## src/fpadd_consts.svh

```systemverilog
// FP adder constants
`ifndef FPADD_CONSTS_SVH
`define FPADD_CONSTS_SVH

// operation queue entries and the producer's starting credit count
`define FPADD_QUEUE_DEPTH 4

// result slots granted by the consumer after reset
`define FPADD_RESULT_CREDITS 4

// internal exponent is the 11-bit double field plus a sign bit for underflow
`define FPADD_EXP_W 12

// hidden bit, 52 fraction bits and three bits below the double LSB
`define FPADD_MANT_W 56

`endif

```

## src/fpAddPkg.sv

```systemverilog
// FP adder shared types
`include "fpadd_consts.svh"

package fpAddPkg;

   // rounding modes in the encoding of the rm field
   typedef enum logic [1:0] {
      rmNearestEven = 2'b00,
      rmTowardZero = 2'b01,
      rmTowardPlus = 2'b10,
      rmTowardMinus = 2'b11
   } roundMode;

   // special results decided ahead of the rounder
   typedef enum logic [1:0] {
      skNone = 2'b00,
      skInfinity = 2'b01,
      skNaN = 2'b10,
      skExactZero = 2'b11
   } fpSpecial;

   // one queue entry with single operands held in the low 32 bits
   typedef struct packed {
      logic [63:0] opA;
      logic [63:0] opB;
      logic subtract;
      logic singlePrecision;
      roundMode rm;
   } fpOperation;

   // magnitude holds carry, hidden bit, fraction, guard, round, extra and sticky
   typedef struct packed {
      logic sign;
      logic [`FPADD_EXP_W-1:0] exponent;
      logic [`FPADD_MANT_W+1:0] magnitude;
      fpSpecial specialKind;
      logic invalid;
   } fpRawSum;

   // the leading one sits in the top bit and bit 0 carries the sticky
   typedef struct packed {
      logic sign;
      logic [`FPADD_EXP_W-1:0] exponent;
      logic [`FPADD_MANT_W-1:0] significand;
      fpSpecial specialKind;
      logic invalid;
   } fpNormSum;

   // IEEE exception flags
   typedef struct packed {
      logic underflow;
      logic overflow;
      logic divByZero;
      logic invalid;
      logic inexact;
   } fpFlags;

endpackage

```

## src/fpStageIf.sv

```systemverilog
// Pipeline stage link
`timescale 1ns/100ps

interface fpStageIf #(
   parameter type payloadType = logic
);

   // a sink has no stall and takes every beat with valid high
   logic valid;
   payloadType payload;

   // rounding mode and precision travel with each operation
   fpAddPkg::roundMode rm;
   logic singlePrecision;

   modport source (
      output valid,
      output payload,
      output rm,
      output singlePrecision
   );

   modport sink (
      input valid,
      input payload,
      input rm,
      input singlePrecision
   );

endinterface

```

## src/alignAdd.sv

```systemverilog
// Operand unpack, align and add
`timescale 1ns/100ps
`include "fpadd_consts.svh"

module alignAdd (
   input logic clk,
   input logic reset,
   fpStageIf.sink operation,
   fpStageIf.source rawSum
);

   // hidden bit, fraction, guard, round, extra and sticky
   localparam int alignW = `FPADD_MANT_W + 1;

   // one operand in the double internal format
   typedef struct packed {
      logic sign;
      logic [10:0] exp;
      logic [52:0] sig;
      logic inf;
      logic nan;
      logic snan;
   } unpackedOp;

   function automatic unpackedOp unpack(input logic [63:0] x, input logic single);
      unpackedOp u;
      logic [51:0] frac;
      logic expZero;
      logic expMax;
      frac = single ? {x[22:0], 29'd0} : x[51:0];
      expZero = single ? (x[30:23] == 8'h00) : (x[62:52] == 11'h000);
      expMax = single ? (&x[30:23]) : (&x[62:52]);
      u.sign = single ? x[31] : x[63];
      // single exponents move from bias 127 to bias 1023
      u.exp = expZero ? 11'd0 : (single ? {3'b000, x[30:23]} + 11'd896 : x[62:52]);
      // zeros and denormals both come in as zero
      u.sig = expZero ? 53'd0 : {1'b1, frac};
      u.inf = expMax && (frac == 52'd0);
      u.nan = expMax && (frac != 52'd0);
      // a signaling NaN has the top fraction bit clear
      u.snan = u.nan && !frac[51];
      return u;
   endfunction

   unpackedOp opA;
   unpackedOp opB;
   unpackedOp big;
   unpackedOp smallOp;
   logic effSub;
   logic [10:0] expDiff;
   logic [5:0] shiftAmt;
   logic [alignW+62:0] shiftWide;
   logic [alignW-1:0] smallAligned;
   logic [alignW:0] magnitude;
   logic infMinusInf;
   logic isNaN;
   logic isInf;
   logic resultSign;
   fpAddPkg::fpRawSum rawNext;

   always_comb begin
      opA = unpack(operation.payload.opA, operation.singlePrecision);
      opB = unpack(operation.payload.opB, operation.singlePrecision);
      // subtracting is adding the second operand with its sign flipped
      opB.sign = opB.sign ^ operation.payload.subtract;
      effSub = opA.sign ^ opB.sign;
      // the larger magnitude goes first so a difference never goes negative
      if ({opB.exp, opB.sig} > {opA.exp, opA.sig}) begin
         big = opB;
         smallOp = opA;
      end else begin
         big = opA;
         smallOp = opB;
      end
      expDiff = big.exp - smallOp.exp;
      // past 63 places the smaller operand is all sticky so the shift saturates
      shiftAmt = (expDiff > 11'd63) ? 6'd63 : expDiff[5:0];
      shiftWide = {smallOp.sig, 4'd0, 63'd0} >> shiftAmt;
      // everything shifted below the sticky position is ORed into it
      smallAligned = {shiftWide[alignW+62:64], shiftWide[63] | (|shiftWide[62:0])};
      if (effSub) begin
         magnitude = {1'b0, big.sig, 4'd0} - {1'b0, smallAligned};
      end else begin
         magnitude = {1'b0, big.sig, 4'd0} + {1'b0, smallAligned};
      end

      infMinusInf = opA.inf && opB.inf && effSub;
      isNaN = opA.nan || opB.nan || infMinusInf;
      isInf = opA.inf || opB.inf;

      // an infinity keeps its own sign
      if (isInf) begin
         resultSign = opA.inf ? opA.sign : opB.sign;
      end else if (magnitude == '0) begin
         // an exact zero from opposite signs is positive except toward minus
         resultSign = effSub ? (operation.rm == fpAddPkg::rmTowardMinus) : opA.sign;
      end else begin
         resultSign = big.sign;
      end

      rawNext.sign = resultSign;
      rawNext.exponent = {1'b0, big.exp};
      rawNext.magnitude = magnitude;
      if (isNaN) begin
         rawNext.specialKind = fpAddPkg::skNaN;
      end else if (isInf) begin
         rawNext.specialKind = fpAddPkg::skInfinity;
      end else begin
         rawNext.specialKind = fpAddPkg::skNone;
      end
      rawNext.invalid = opA.snan || opB.snan || infMinusInf;
   end

   always_ff @(posedge clk) begin
      if (reset) begin
         rawSum.valid <= 1'b0;
      end else begin
         rawSum.valid <= operation.valid;
      end
   end

   always_ff @(posedge clk) begin
      rawSum.payload <= rawNext;
      rawSum.rm <= operation.rm;
      rawSum.singlePrecision <= operation.singlePrecision;
   end

endmodule

```

## src/fpAddTop.sv

```systemverilog
// Floating-point adder top
`timescale 1ns/100ps

module fpAddTop (
   input logic clk,
   input logic reset,
   input logic opValid,
   input logic [63:0] opA,
   input logic [63:0] opB,
   input logic opSubtract,
   input logic opSinglePrecision,
   input fpAddPkg::roundMode opRoundMode,
   output logic opCredit,
   output logic [63:0] result,
   output logic [4:0] flags,
   output logic resultValid,
   input logic resultCredit
);

   // one link per pipeline boundary with its own payload
   fpStageIf #(.payloadType(fpAddPkg::fpOperation)) issueLink ();
   fpStageIf #(.payloadType(fpAddPkg::fpRawSum)) rawLink ();
   fpStageIf #(.payloadType(fpAddPkg::fpNormSum)) normLink ();

   // queue entry gathered from the plain operand ports
   fpAddPkg::fpOperation opData;

   assign opData = {opA, opB, opSubtract, opSinglePrecision, opRoundMode};

   opQueue i_opQueue (
      .clk(clk),
      .reset(reset),
      .opValid(opValid),
      .opData(opData),
      .opCredit(opCredit),
      .resultCredit(resultCredit),
      .issue(issueLink.source)
   );

   alignAdd i_alignAdd (
      .clk(clk),
      .reset(reset),
      .operation(issueLink.sink),
      .rawSum(rawLink.source)
   );

   normalizer i_normalizer (
      .clk(clk),
      .reset(reset),
      .rawSum(rawLink.sink),
      .normSum(normLink.source)
   );

   rounder i_rounder (
      .clk(clk),
      .reset(reset),
      .normSum(normLink.sink),
      .result(result),
      .flags(flags),
      .resultValid(resultValid)
   );

endmodule

```

## src/normalizer.sv

```systemverilog
// Sum normalization
`timescale 1ns/100ps
`include "fpadd_consts.svh"

module normalizer (
   input logic clk,
   input logic reset,
   fpStageIf.sink rawSum,
   fpStageIf.source normSum
);

   // the magnitude without its carry bit
   localparam int workW = `FPADD_MANT_W + 1;
   localparam int expW = `FPADD_EXP_W;

   // position of the first one from the top or workW when there is none
   function automatic logic [5:0] leadingZeros(input logic [workW-1:0] value);
      logic [5:0] count;
      logic found;
      count = 6'(workW);
      found = 1'b0;
      for (int i = workW - 1; i >= 0; i--) begin
         if (!found && value[i]) begin
            count = 6'(workW - 1 - i);
            found = 1'b1;
         end
      end
      return count;
   endfunction

   logic carry;
   logic [workW-1:0] upper;
   logic [5:0] lzc;
   logic [workW-1:0] work;
   logic [expW-1:0] expAdjusted;
   fpAddPkg::fpNormSum normNext;

   always_comb begin
      carry = rawSum.payload.magnitude[workW];
      upper = rawSum.payload.magnitude[workW-1:0];
      lzc = leadingZeros(upper);
      if (carry) begin
         // one place to the right and the bit that drops joins the sticky
         work = {rawSum.payload.magnitude[workW:2], |rawSum.payload.magnitude[1:0]};
         expAdjusted = rawSum.payload.exponent + 1'b1;
      end else begin
         // cancellation is undone by moving the first one to the top
         work = upper << lzc;
         expAdjusted = rawSum.payload.exponent - expW'(lzc);
      end

      normNext.sign = rawSum.payload.sign;
      normNext.exponent = expAdjusted;
      // the lowest two bits fold into one sticky position
      normNext.significand = {work[workW-1:2], work[1] | work[0]};
      normNext.invalid = rawSum.payload.invalid;
      if (rawSum.payload.specialKind != fpAddPkg::skNone) begin
         normNext.specialKind = rawSum.payload.specialKind;
      end else if (rawSum.payload.magnitude == '0) begin
         normNext.specialKind = fpAddPkg::skExactZero;
      end else begin
         normNext.specialKind = fpAddPkg::skNone;
      end
   end

   always_ff @(posedge clk) begin
      if (reset) begin
         normSum.valid <= 1'b0;
      end else begin
         normSum.valid <= rawSum.valid;
      end
   end

   always_ff @(posedge clk) begin
      normSum.payload <= normNext;
      normSum.rm <= rawSum.rm;
      normSum.singlePrecision <= rawSum.singlePrecision;
   end

   // an ordinary number reaches the rounder with its leading one in place
   leadingOne: assert property (@(posedge clk) disable iff (reset)
      normSum.valid && (normSum.payload.specialKind == fpAddPkg::skNone)
      |-> normSum.payload.significand[`FPADD_MANT_W-1]);

endmodule

```

## src/opQueue.sv

```systemverilog
// Operation queue and result credits
`timescale 1ns/100ps
`include "fpadd_consts.svh"

module opQueue (
   input logic clk,
   input logic reset,
   input logic opValid,
   input fpAddPkg::fpOperation opData,
   output logic opCredit,
   input logic resultCredit,
   fpStageIf.source issue
);

   localparam int depth = `FPADD_QUEUE_DEPTH;
   localparam int ptrW = (depth > 1) ? $clog2(depth) : 1;
   localparam int countW = $clog2(depth + 1);
   localparam int creditW = $clog2(`FPADD_RESULT_CREDITS + 1);

   fpAddPkg::fpOperation entries [depth];
   logic [ptrW-1:0] wrPtr;
   logic [ptrW-1:0] rdPtr;
   logic [countW-1:0] count;
   logic [creditW-1:0] resultCredits;
   logic issuing;

   // pointers wrap explicitly so the depth need not be a power of two
   function automatic logic [ptrW-1:0] nextPtr(input logic [ptrW-1:0] ptr);
      return (ptr == ptrW'(depth - 1)) ? '0 : ptr + 1'b1;
   endfunction

   // the head entry leaves only when a result slot can be reserved for it
   assign issuing = (count != '0) && (resultCredits != '0);

   assign issue.valid = issuing;
   assign issue.payload = entries[rdPtr];
   assign issue.rm = entries[rdPtr].rm;
   assign issue.singlePrecision = entries[rdPtr].singlePrecision;

   always_ff @(posedge clk) begin
      if (opValid) begin
         entries[wrPtr] <= opData;
      end
   end

   always_ff @(posedge clk) begin
      if (reset) begin
         wrPtr <= '0;
         rdPtr <= '0;
         count <= '0;
         resultCredits <= creditW'(`FPADD_RESULT_CREDITS);
         opCredit <= 1'b0;
      end else begin
         if (opValid) begin
            wrPtr <= nextPtr(wrPtr);
         end
         if (issuing) begin
            rdPtr <= nextPtr(rdPtr);
         end
         count <= count + countW'(opValid) - countW'(issuing);
         // a slot is taken at issue and comes back with the consumer's pulse
         resultCredits <= resultCredits + creditW'(resultCredit) - creditW'(issuing);
         // freeing the head entry hands one credit back to the producer
         opCredit <= issuing;
      end
   end

   // the producer spends a credit per push so a full queue never sees one
   noPushWhenFull: assert property (@(posedge clk) disable iff (reset)
      opValid |-> count < countW'(depth));

   // the consumer never returns more slots than it granted
   creditBound: assert property (@(posedge clk) disable iff (reset)
      resultCredits <= creditW'(`FPADD_RESULT_CREDITS));

endmodule

```

## src/rounder.sv

```systemverilog
// Rounding and result packing
`timescale 1ns/100ps
`include "fpadd_consts.svh"

module rounder (
   input logic clk,
   input logic reset,
   fpStageIf.sink normSum,
   output logic [63:0] result,
   output fpAddPkg::fpFlags flags,
   output logic resultValid
);

   localparam int mantW = `FPADD_MANT_W;
   // one bit wider than the stage exponent so a rounding carry cannot wrap
   localparam int roundExpW = `FPADD_EXP_W + 1;

   // single results keep the upper word all ones
   function automatic logic [63:0] pack(input logic s, input logic [10:0] e,
                                        input logic [51:0] f, input logic single);
      return single ? {32'hFFFF_FFFF, s, e[7:0], f[51:29]} : {s, e, f};
   endfunction

   logic sp;
   logic sign;
   logic [mantW-1:0] sig;
   logic lsb;
   logic roundBit;
   logic sticky;
   logic addOne;
   logic towardZero;
   logic [53:0] increment;
   logic [53:0] rounded;
   logic signed [roundExpW-1:0] expRound;
   logic overflow;
   logic underflow;
   logic ordinary;
   logic signOut;
   logic [10:0] expField;
   logic [51:0] fracField;
   fpAddPkg::fpFlags flagsNext;

   assign sp = normSum.singlePrecision;
   assign sign = normSum.payload.sign;
   assign sig = normSum.payload.significand;

   // the single LSB sits 29 places above the double LSB
   assign lsb = sp ? sig[32] : sig[3];
   assign roundBit = sp ? sig[31] : sig[2];
   assign sticky = sp ? (|sig[30:0]) : (|sig[1:0]);

   always_comb begin
      case (normSum.rm)
         fpAddPkg::rmNearestEven: addOne = roundBit && (lsb || sticky);
         // directed modes round up in magnitude only when the sign points their way
         fpAddPkg::rmTowardPlus: addOne = !sign && (roundBit || sticky);
         fpAddPkg::rmTowardMinus: addOne = sign && (roundBit || sticky);
         default: addOne = 1'b0;
      endcase
   end

   // true when the mode truncates toward zero for this sign
   assign towardZero = (normSum.rm == fpAddPkg::rmTowardZero) ||
                       ((normSum.rm == fpAddPkg::rmTowardPlus) && sign) ||
                       ((normSum.rm == fpAddPkg::rmTowardMinus) && !sign);

   assign increment = sp ? {24'd0, addOne, 29'd0} : {53'd0, addOne};
   assign rounded = {1'b0, sig[mantW-1:3]} + increment;

   // a carry leaves the kept fraction all zeros so only the exponent moves
   assign expRound = {normSum.payload.exponent[`FPADD_EXP_W-1], normSum.payload.exponent}
                     + roundExpW'(rounded[53]);

   // the double range is 1 to 2046 and single is 897 to 1150 after rebias
   assign overflow = sp ? (expRound >= 13'sd1151) : (expRound >= 13'sd2047);
   assign underflow = sp ? (expRound <= 13'sd896) : (expRound <= 13'sd0);

   always_comb begin
      ordinary = 1'b0;
      signOut = sign;
      expField = sp ? (expRound[10:0] - 11'd896) : expRound[10:0];
      fracField = rounded[51:0];
      case (normSum.payload.specialKind)
         fpAddPkg::skNaN: begin
            // canonical quiet NaN
            signOut = 1'b0;
            expField = 11'h7FF;
            fracField = {1'b1, 51'd0};
         end
         fpAddPkg::skInfinity: begin
            expField = 11'h7FF;
            fracField = 52'd0;
         end
         fpAddPkg::skExactZero: begin
            expField = 11'h000;
            fracField = 52'd0;
         end
         default: begin
            ordinary = 1'b1;
            if (overflow) begin
               // largest finite value when the mode rounds toward zero
               expField = towardZero ? 11'h7FE : 11'h7FF;
               fracField = {52{towardZero}};
            end else if (underflow) begin
               // flushed to a zero of the same sign
               expField = 11'h000;
               fracField = 52'd0;
            end
         end
      endcase

      flagsNext.underflow = ordinary && underflow;
      flagsNext.divByZero = 1'b0;
      flagsNext.overflow = ordinary && overflow;
      flagsNext.invalid = normSum.payload.invalid;
      flagsNext.inexact = ordinary && (roundBit || sticky || overflow || underflow);
   end

   always_ff @(posedge clk) begin
      if (reset) begin
         resultValid <= 1'b0;
      end else begin
         resultValid <= normSum.valid;
      end
   end

   always_ff @(posedge clk) begin
      result <= pack(signOut, expField, fracField, sp);
      flags <= flagsNext;
   end

endmodule

```

## config.mk

```make
export PLATFORM = sky130hd
export DESIGN_NAME = fpAddTop
export DESIGN_NICKNAME = d
export VERILOG_FILES = /design/src/fpAddPkg.sv /design/src/fpStageIf.sv /design/src/alignAdd.sv /design/src/fpAddTop.sv /design/src/normalizer.sv /design/src/opQueue.sv /design/src/rounder.sv
export VERILOG_INCLUDE_DIRS = /design/src
export SDC_FILE = /design/constraint.sdc
export NUM_CORES = 2
export LEC_CHECK = 0
export ABC_AREA = 1
export BUFFER_PORTS_ARGS = -buffer_cell sky130_fd_sc_hd__buf_4
export CAP_MARGIN = 5
export CORE_UTILIZATION = 40
export CTS_CLUSTER_DIAMETER = 120
export DETAILED_ROUTE_END_ITERATION = 12
export GPL_TIMING_DRIVEN = 0
export PLACE_DENSITY = 0.65
export SYNTH_ARGS = -nofsm -noshare
export SYNTH_HDL_FRONTEND = slang
export SYNTH_HIERARCHICAL = 1
export SYNTH_SLANG_ARGS = --single-unit
```

## constraint.sdc

```tcl
create_clock -name clk -period 20.1 [get_ports clk]
set_clock_uncertainty 0.2 [all_clocks]
set_input_delay 4.02 -clock clk [delete_from_list [all_inputs] [get_ports clk]]
set_output_delay 4.02 -clock clk [all_outputs]
set_load 0.01 [all_outputs]
```

# --- Word level (Yosys, flattened, before mapping) ---
# Memory sizes are Yosys's and may differ from the RTL's. A register that Yosys moved wholly into a read port is not among the register bits.
# Index checks and enable logic that the tools add are counted.
word_totals:
  register_bits: 232
  mem_bits_rw: 528
  out_inout_bits: 71
  elab_cells: 398
  memories: 1
memory_table:
  columns: ["name", "words", "word_bits", "rd", "rd_ports_with_merged_regs", "wr", "line", "source"]
  rows:
  - ["i_opQueue.entries", 4, 132, 1, 1, 1, "opQueue.sv:20", "fpAddPkg::fpOperation entries [depth];"]
classes:
  add_sub_neg: 16
  order_cmp: 6
  eq_ne: 9
  shifts: 2
  muxes: 164
  n_bitwise: 4
  n_reduce_logical: 168
op_table:
  columns: ["operator", "n"]
  rows:
  - ["6-bit 2-to-1 mux", 58]
  - ["52-bit 2-to-1 mux", 4]
  - ["120-bit by 6-bit >> shifter with 120-bit output", 1]
  - ["58-bit logical NOT", 2]
  - ["53-bit 2-to-1 mux", 2]
  - ["52-bit logical NOT", 2]
  - ["52-bit case mux with 2 select lines", 1]
  - ["52-bit nonzero test", 2]
  - ["1-bit 2-to-1 mux", 77]
  - ["11-bit 2-to-1 mux", 7]
  - ["1-bit logical AND", 73]
  - ["68-bit 2-to-1 mux", 1]
  - ["67-bit 2-to-1 mux", 1]
  - ["64-bit > comparator", 1]
  - ["63-bit OR reduction", 1]
  - ["1-bit logical NOT", 59]
  - ["57-bit by 57-bit adder with 58-bit output", 1]
  - ["58-bit 2-to-1 mux", 1]
  - ["57-bit by 57-bit subtractor with 58-bit output", 1]
  - ["57-bit by 6-bit left shift with 57-bit output", 1]
  - ["56-bit 2-to-1 mux", 1]
  - ["53-bit by 54-bit adder with 54-bit output", 1]
  - ["32-bit 2-to-1 mux", 1]
  - ["31-bit OR reduction", 1]
  - ["32 further kinds", 69]

# --- Depth between registers and ports, before layout ---
logic_depth:
  depth_word: 172
  depth_mapped: 85

# --- Cells and area by module ---
# The synthesis kept the hierarchy.
by_module_without_submodules:
  columns: ["module", "n_inst", "cells_per_inst", "area_each_um2"]
  rows:
  - ["opQueue", 1, 1368, 20185.6]
  - ["alignAdd", 1, 3828, 19759.0]
  - ["normalizer", 1, 1220, 7138.1]
  - ["rounder", 1, 799, 4888.4]

# --- Worst setup path before layout ---
# OpenSTA, ideal clock, no wires.
synth_timing:
  path_type: "flip-flop to flip-flop"
  startpoint: "reg with a tool-made name"
  endpoint: "reg, netlist name i_alignAdd/rawSum.payload[73]"
  setup_ns: 0.116
  t_arrival_ns: 9.578
  path_slack_ns: 10.206
  path_stages_with_launch: 70
  path_buffers: 12
  period_less_slack_ns: 9.894
  path_cell_list: "dfxtp_1 > buf_4 > inv_2 > buf_6 > buf_4 > nor2_1 > o22ai_1 > buf_2 > buf_2 > clkbuf_1 > clkbuf_1 > clkbuf_1 > buf_1 > o21ai_0 > ha_1 > nand4_1 > nor3_1 > nand2_1 > [... 34 more ...] > inv_1 > a31oi_1 > o21ai_0 > nand4_1 > a22oi_1 > nand3_1 > a21oi_1 > nand3_1 > nor2_1 > nand2_1 > nor2_1 > nand2_1 > nor2_1 > nand2_1 > nand2_1 > nand2_1 > nand2_1 > nand2_1"

==> flow_summary.toml <==
[timing]
report.final.slew_viol_count = 0
setup_tns_ns = 0
hold_viol_final = 0
worst_slew_pin_slew_ns = 1.438
timing.final.crit_share_pct = 79.28
fin_ws_ns = 4.165
whs_ns = 0.1275
max_slew_margin_pct = 3.096
fin_crit_ns = 15.94
setup_viol = 0
fmax_mhz = 62.75
rsz0062_at_grt = "false"

[final_layout]
seq_area_mm2 = 0.02056
area_delta_synth_final_pct = 12.77
nFillCells = 13188
layout_common_cells = "1,573 x nand2_1, 1,029 x nand3_1, 788 x nor2_1, 703 x inv_1, 528 x edfxtp_1"
final_cell_count_no_fill = 9314
drive_gt1_share_pct = 8.684
final_common_cell = "nand2_1"
final_nets = 7851
multi_input_comb_area_mm2 = 0.02680

[cts]
cts_tree = "yes"
hold_buffers = 0
cts_num_sinks = 763
post_cts_buffers = 0
numCtsBuffers = 79
clk_latency_ns = 0.71
root_buffer = "clkbuf_16"
clockBufferDepth = 3
htreeDepth = 3
path_clk_slew_ns = 0.06
post_cts_resized = 0

[logic_synthesis]
synthCells = 7214
syn-num-nets = 7554
syn-mean-instance-area_um2 = 7.203
syn_area_mm2 = 0.05196
yosysWarnings = 6

[status]
status = "finished, final reports clean"

[routing]
dr.pass1.iters = 7
wire_per_inst_um = 25.09
drtAntennaViolNets = 0
num_vias = 54894
via_per_inst = 5.894
drtIter0Drc = 7797
drc = 0
routed_wl_mm = 233.7

[grt]
grt_max_degree = 84
grt_pass1_wl_mm = 335.1
grt-ovfl-total = 0
grt_pass1_vias = 50493
antenna_found_initial = 18
grt_util_all_layers_pct = 34.47

[floorplan]
core_mm2 = 0.1282
row_count = 131
pin_count = 207
die-area_mm2 = 0.1314
dieHeight_um = 362.4
start_util_pct = 40.54
die_x_um = 362.4

[critical_path]
cpPeakStageDelay_ns = 0.73
crit_top_cell = "nand2_1"
setup.worst_path.end_class = "register"
critPathRequiredTime_ns = 20.47
startpoint_type = "register"
arrival_ns = 16.31
slowest_stage = "o21ai_0"
worstSetupPathType = "reg2reg"
worstPathMaxFanout = 10

[placement]
dp_hpwl_mm = 187.6
place_ws_ns = 4.742
place.gp.congestion = 1.094
dpl.cell_count = 9159
io_buffers = 205

[min_path]
holdCritPathClass = "reg2reg"
hold_start = "i_alignAdd/rawSum.rm[1]"

[flow_run]
drv_cap = 0
critical path: cells and delay by family, from the launching register on:
family | cells | cell delay [ns]
buffers and inverters | 18 | 5.48
AND/OR/NAND/NOR | 33 | 4.73
AO/OA/AOI/OAI | 12 | 3.57
adder cells (fa/ha/maj) | 4 | 1.32
flip-flops | 1 | 0.47
per-stage QoR:
step / instance area, um^2 / utilization (%)
after floorplan: 51960 / -
after global placement: 55670 / 43.43
after detailed placement: 55860 / 43.58
after CTS: 58580 / 45.70
after global routing: 58590 / 45.71
final: 58600 / 45.72
worst paths after layout:
kind                                   end  slack (ns)  cells past startpoint
max reg2reg  i_alignAdd/rawSum.payload[73]        4.16                     67
min reg2reg     i_normalizer/normSum.rm[1]        0.13                      0
max          i_alignAdd/rawSum.payload[73]        4.16                     67
min             i_normalizer/normSum.rm[1]        0.13                      0
registers in the layout, summed over array words and instances (netlist names), named ones only:
name	count
i_alignAdd/rawSum.rm	2
i_opQueue/entries	528
i_rounder/resultValid	1
i_opQueue/resultCredits	3
i_normalizer/normSum.valid	1
i_opQueue/opCredit	1
i_alignAdd/rawSum.valid	1
i_alignAdd/rawSum.payload	73
i_normalizer/normSum.payload	72
i_normalizer/normSum.singlePrecision	1
i_opQueue/rdPtr	2
i_opQueue/count	3
i_normalizer/normSum.rm	2
i_alignAdd/rawSum.singlePrecision	1
i_opQueue/wrPtr	2
i_rounder/flags	4
i_rounder/result	64
area by class of cell:
class | count | share of cell area [%]
clock buffers | 106 | 3.807
repair buffers | 216 | 2.904
flip-flops and latches | 763 | 35.08
plain buffers | 357 | 3.083
multi-input cells | 5347 | 45.73
well taps | 1729 | 3.692
diodes | 8 | 0.03416
inverters | 747 | 4.838
clock inverters | 41 | 0.8284
layer usage:
metal / vias to the layer above / wire length [um] / track usage, % / share of wire, %
li1: 25165 / - / - / -
met1: 26044 / 92660 / 44.94 / 40
met2: 3079 / 104900 / 54.89 / 45
met3: 592 / 22980 / 6.294 / 9.8
met4: 14 / 13030 / 16.68 / 5.6
met5: - / 107 / 0.2220 / 0.046
Power is not shown: default switching activity piles up to over one toggle a cycle in this logic, so the estimate is an artifact.
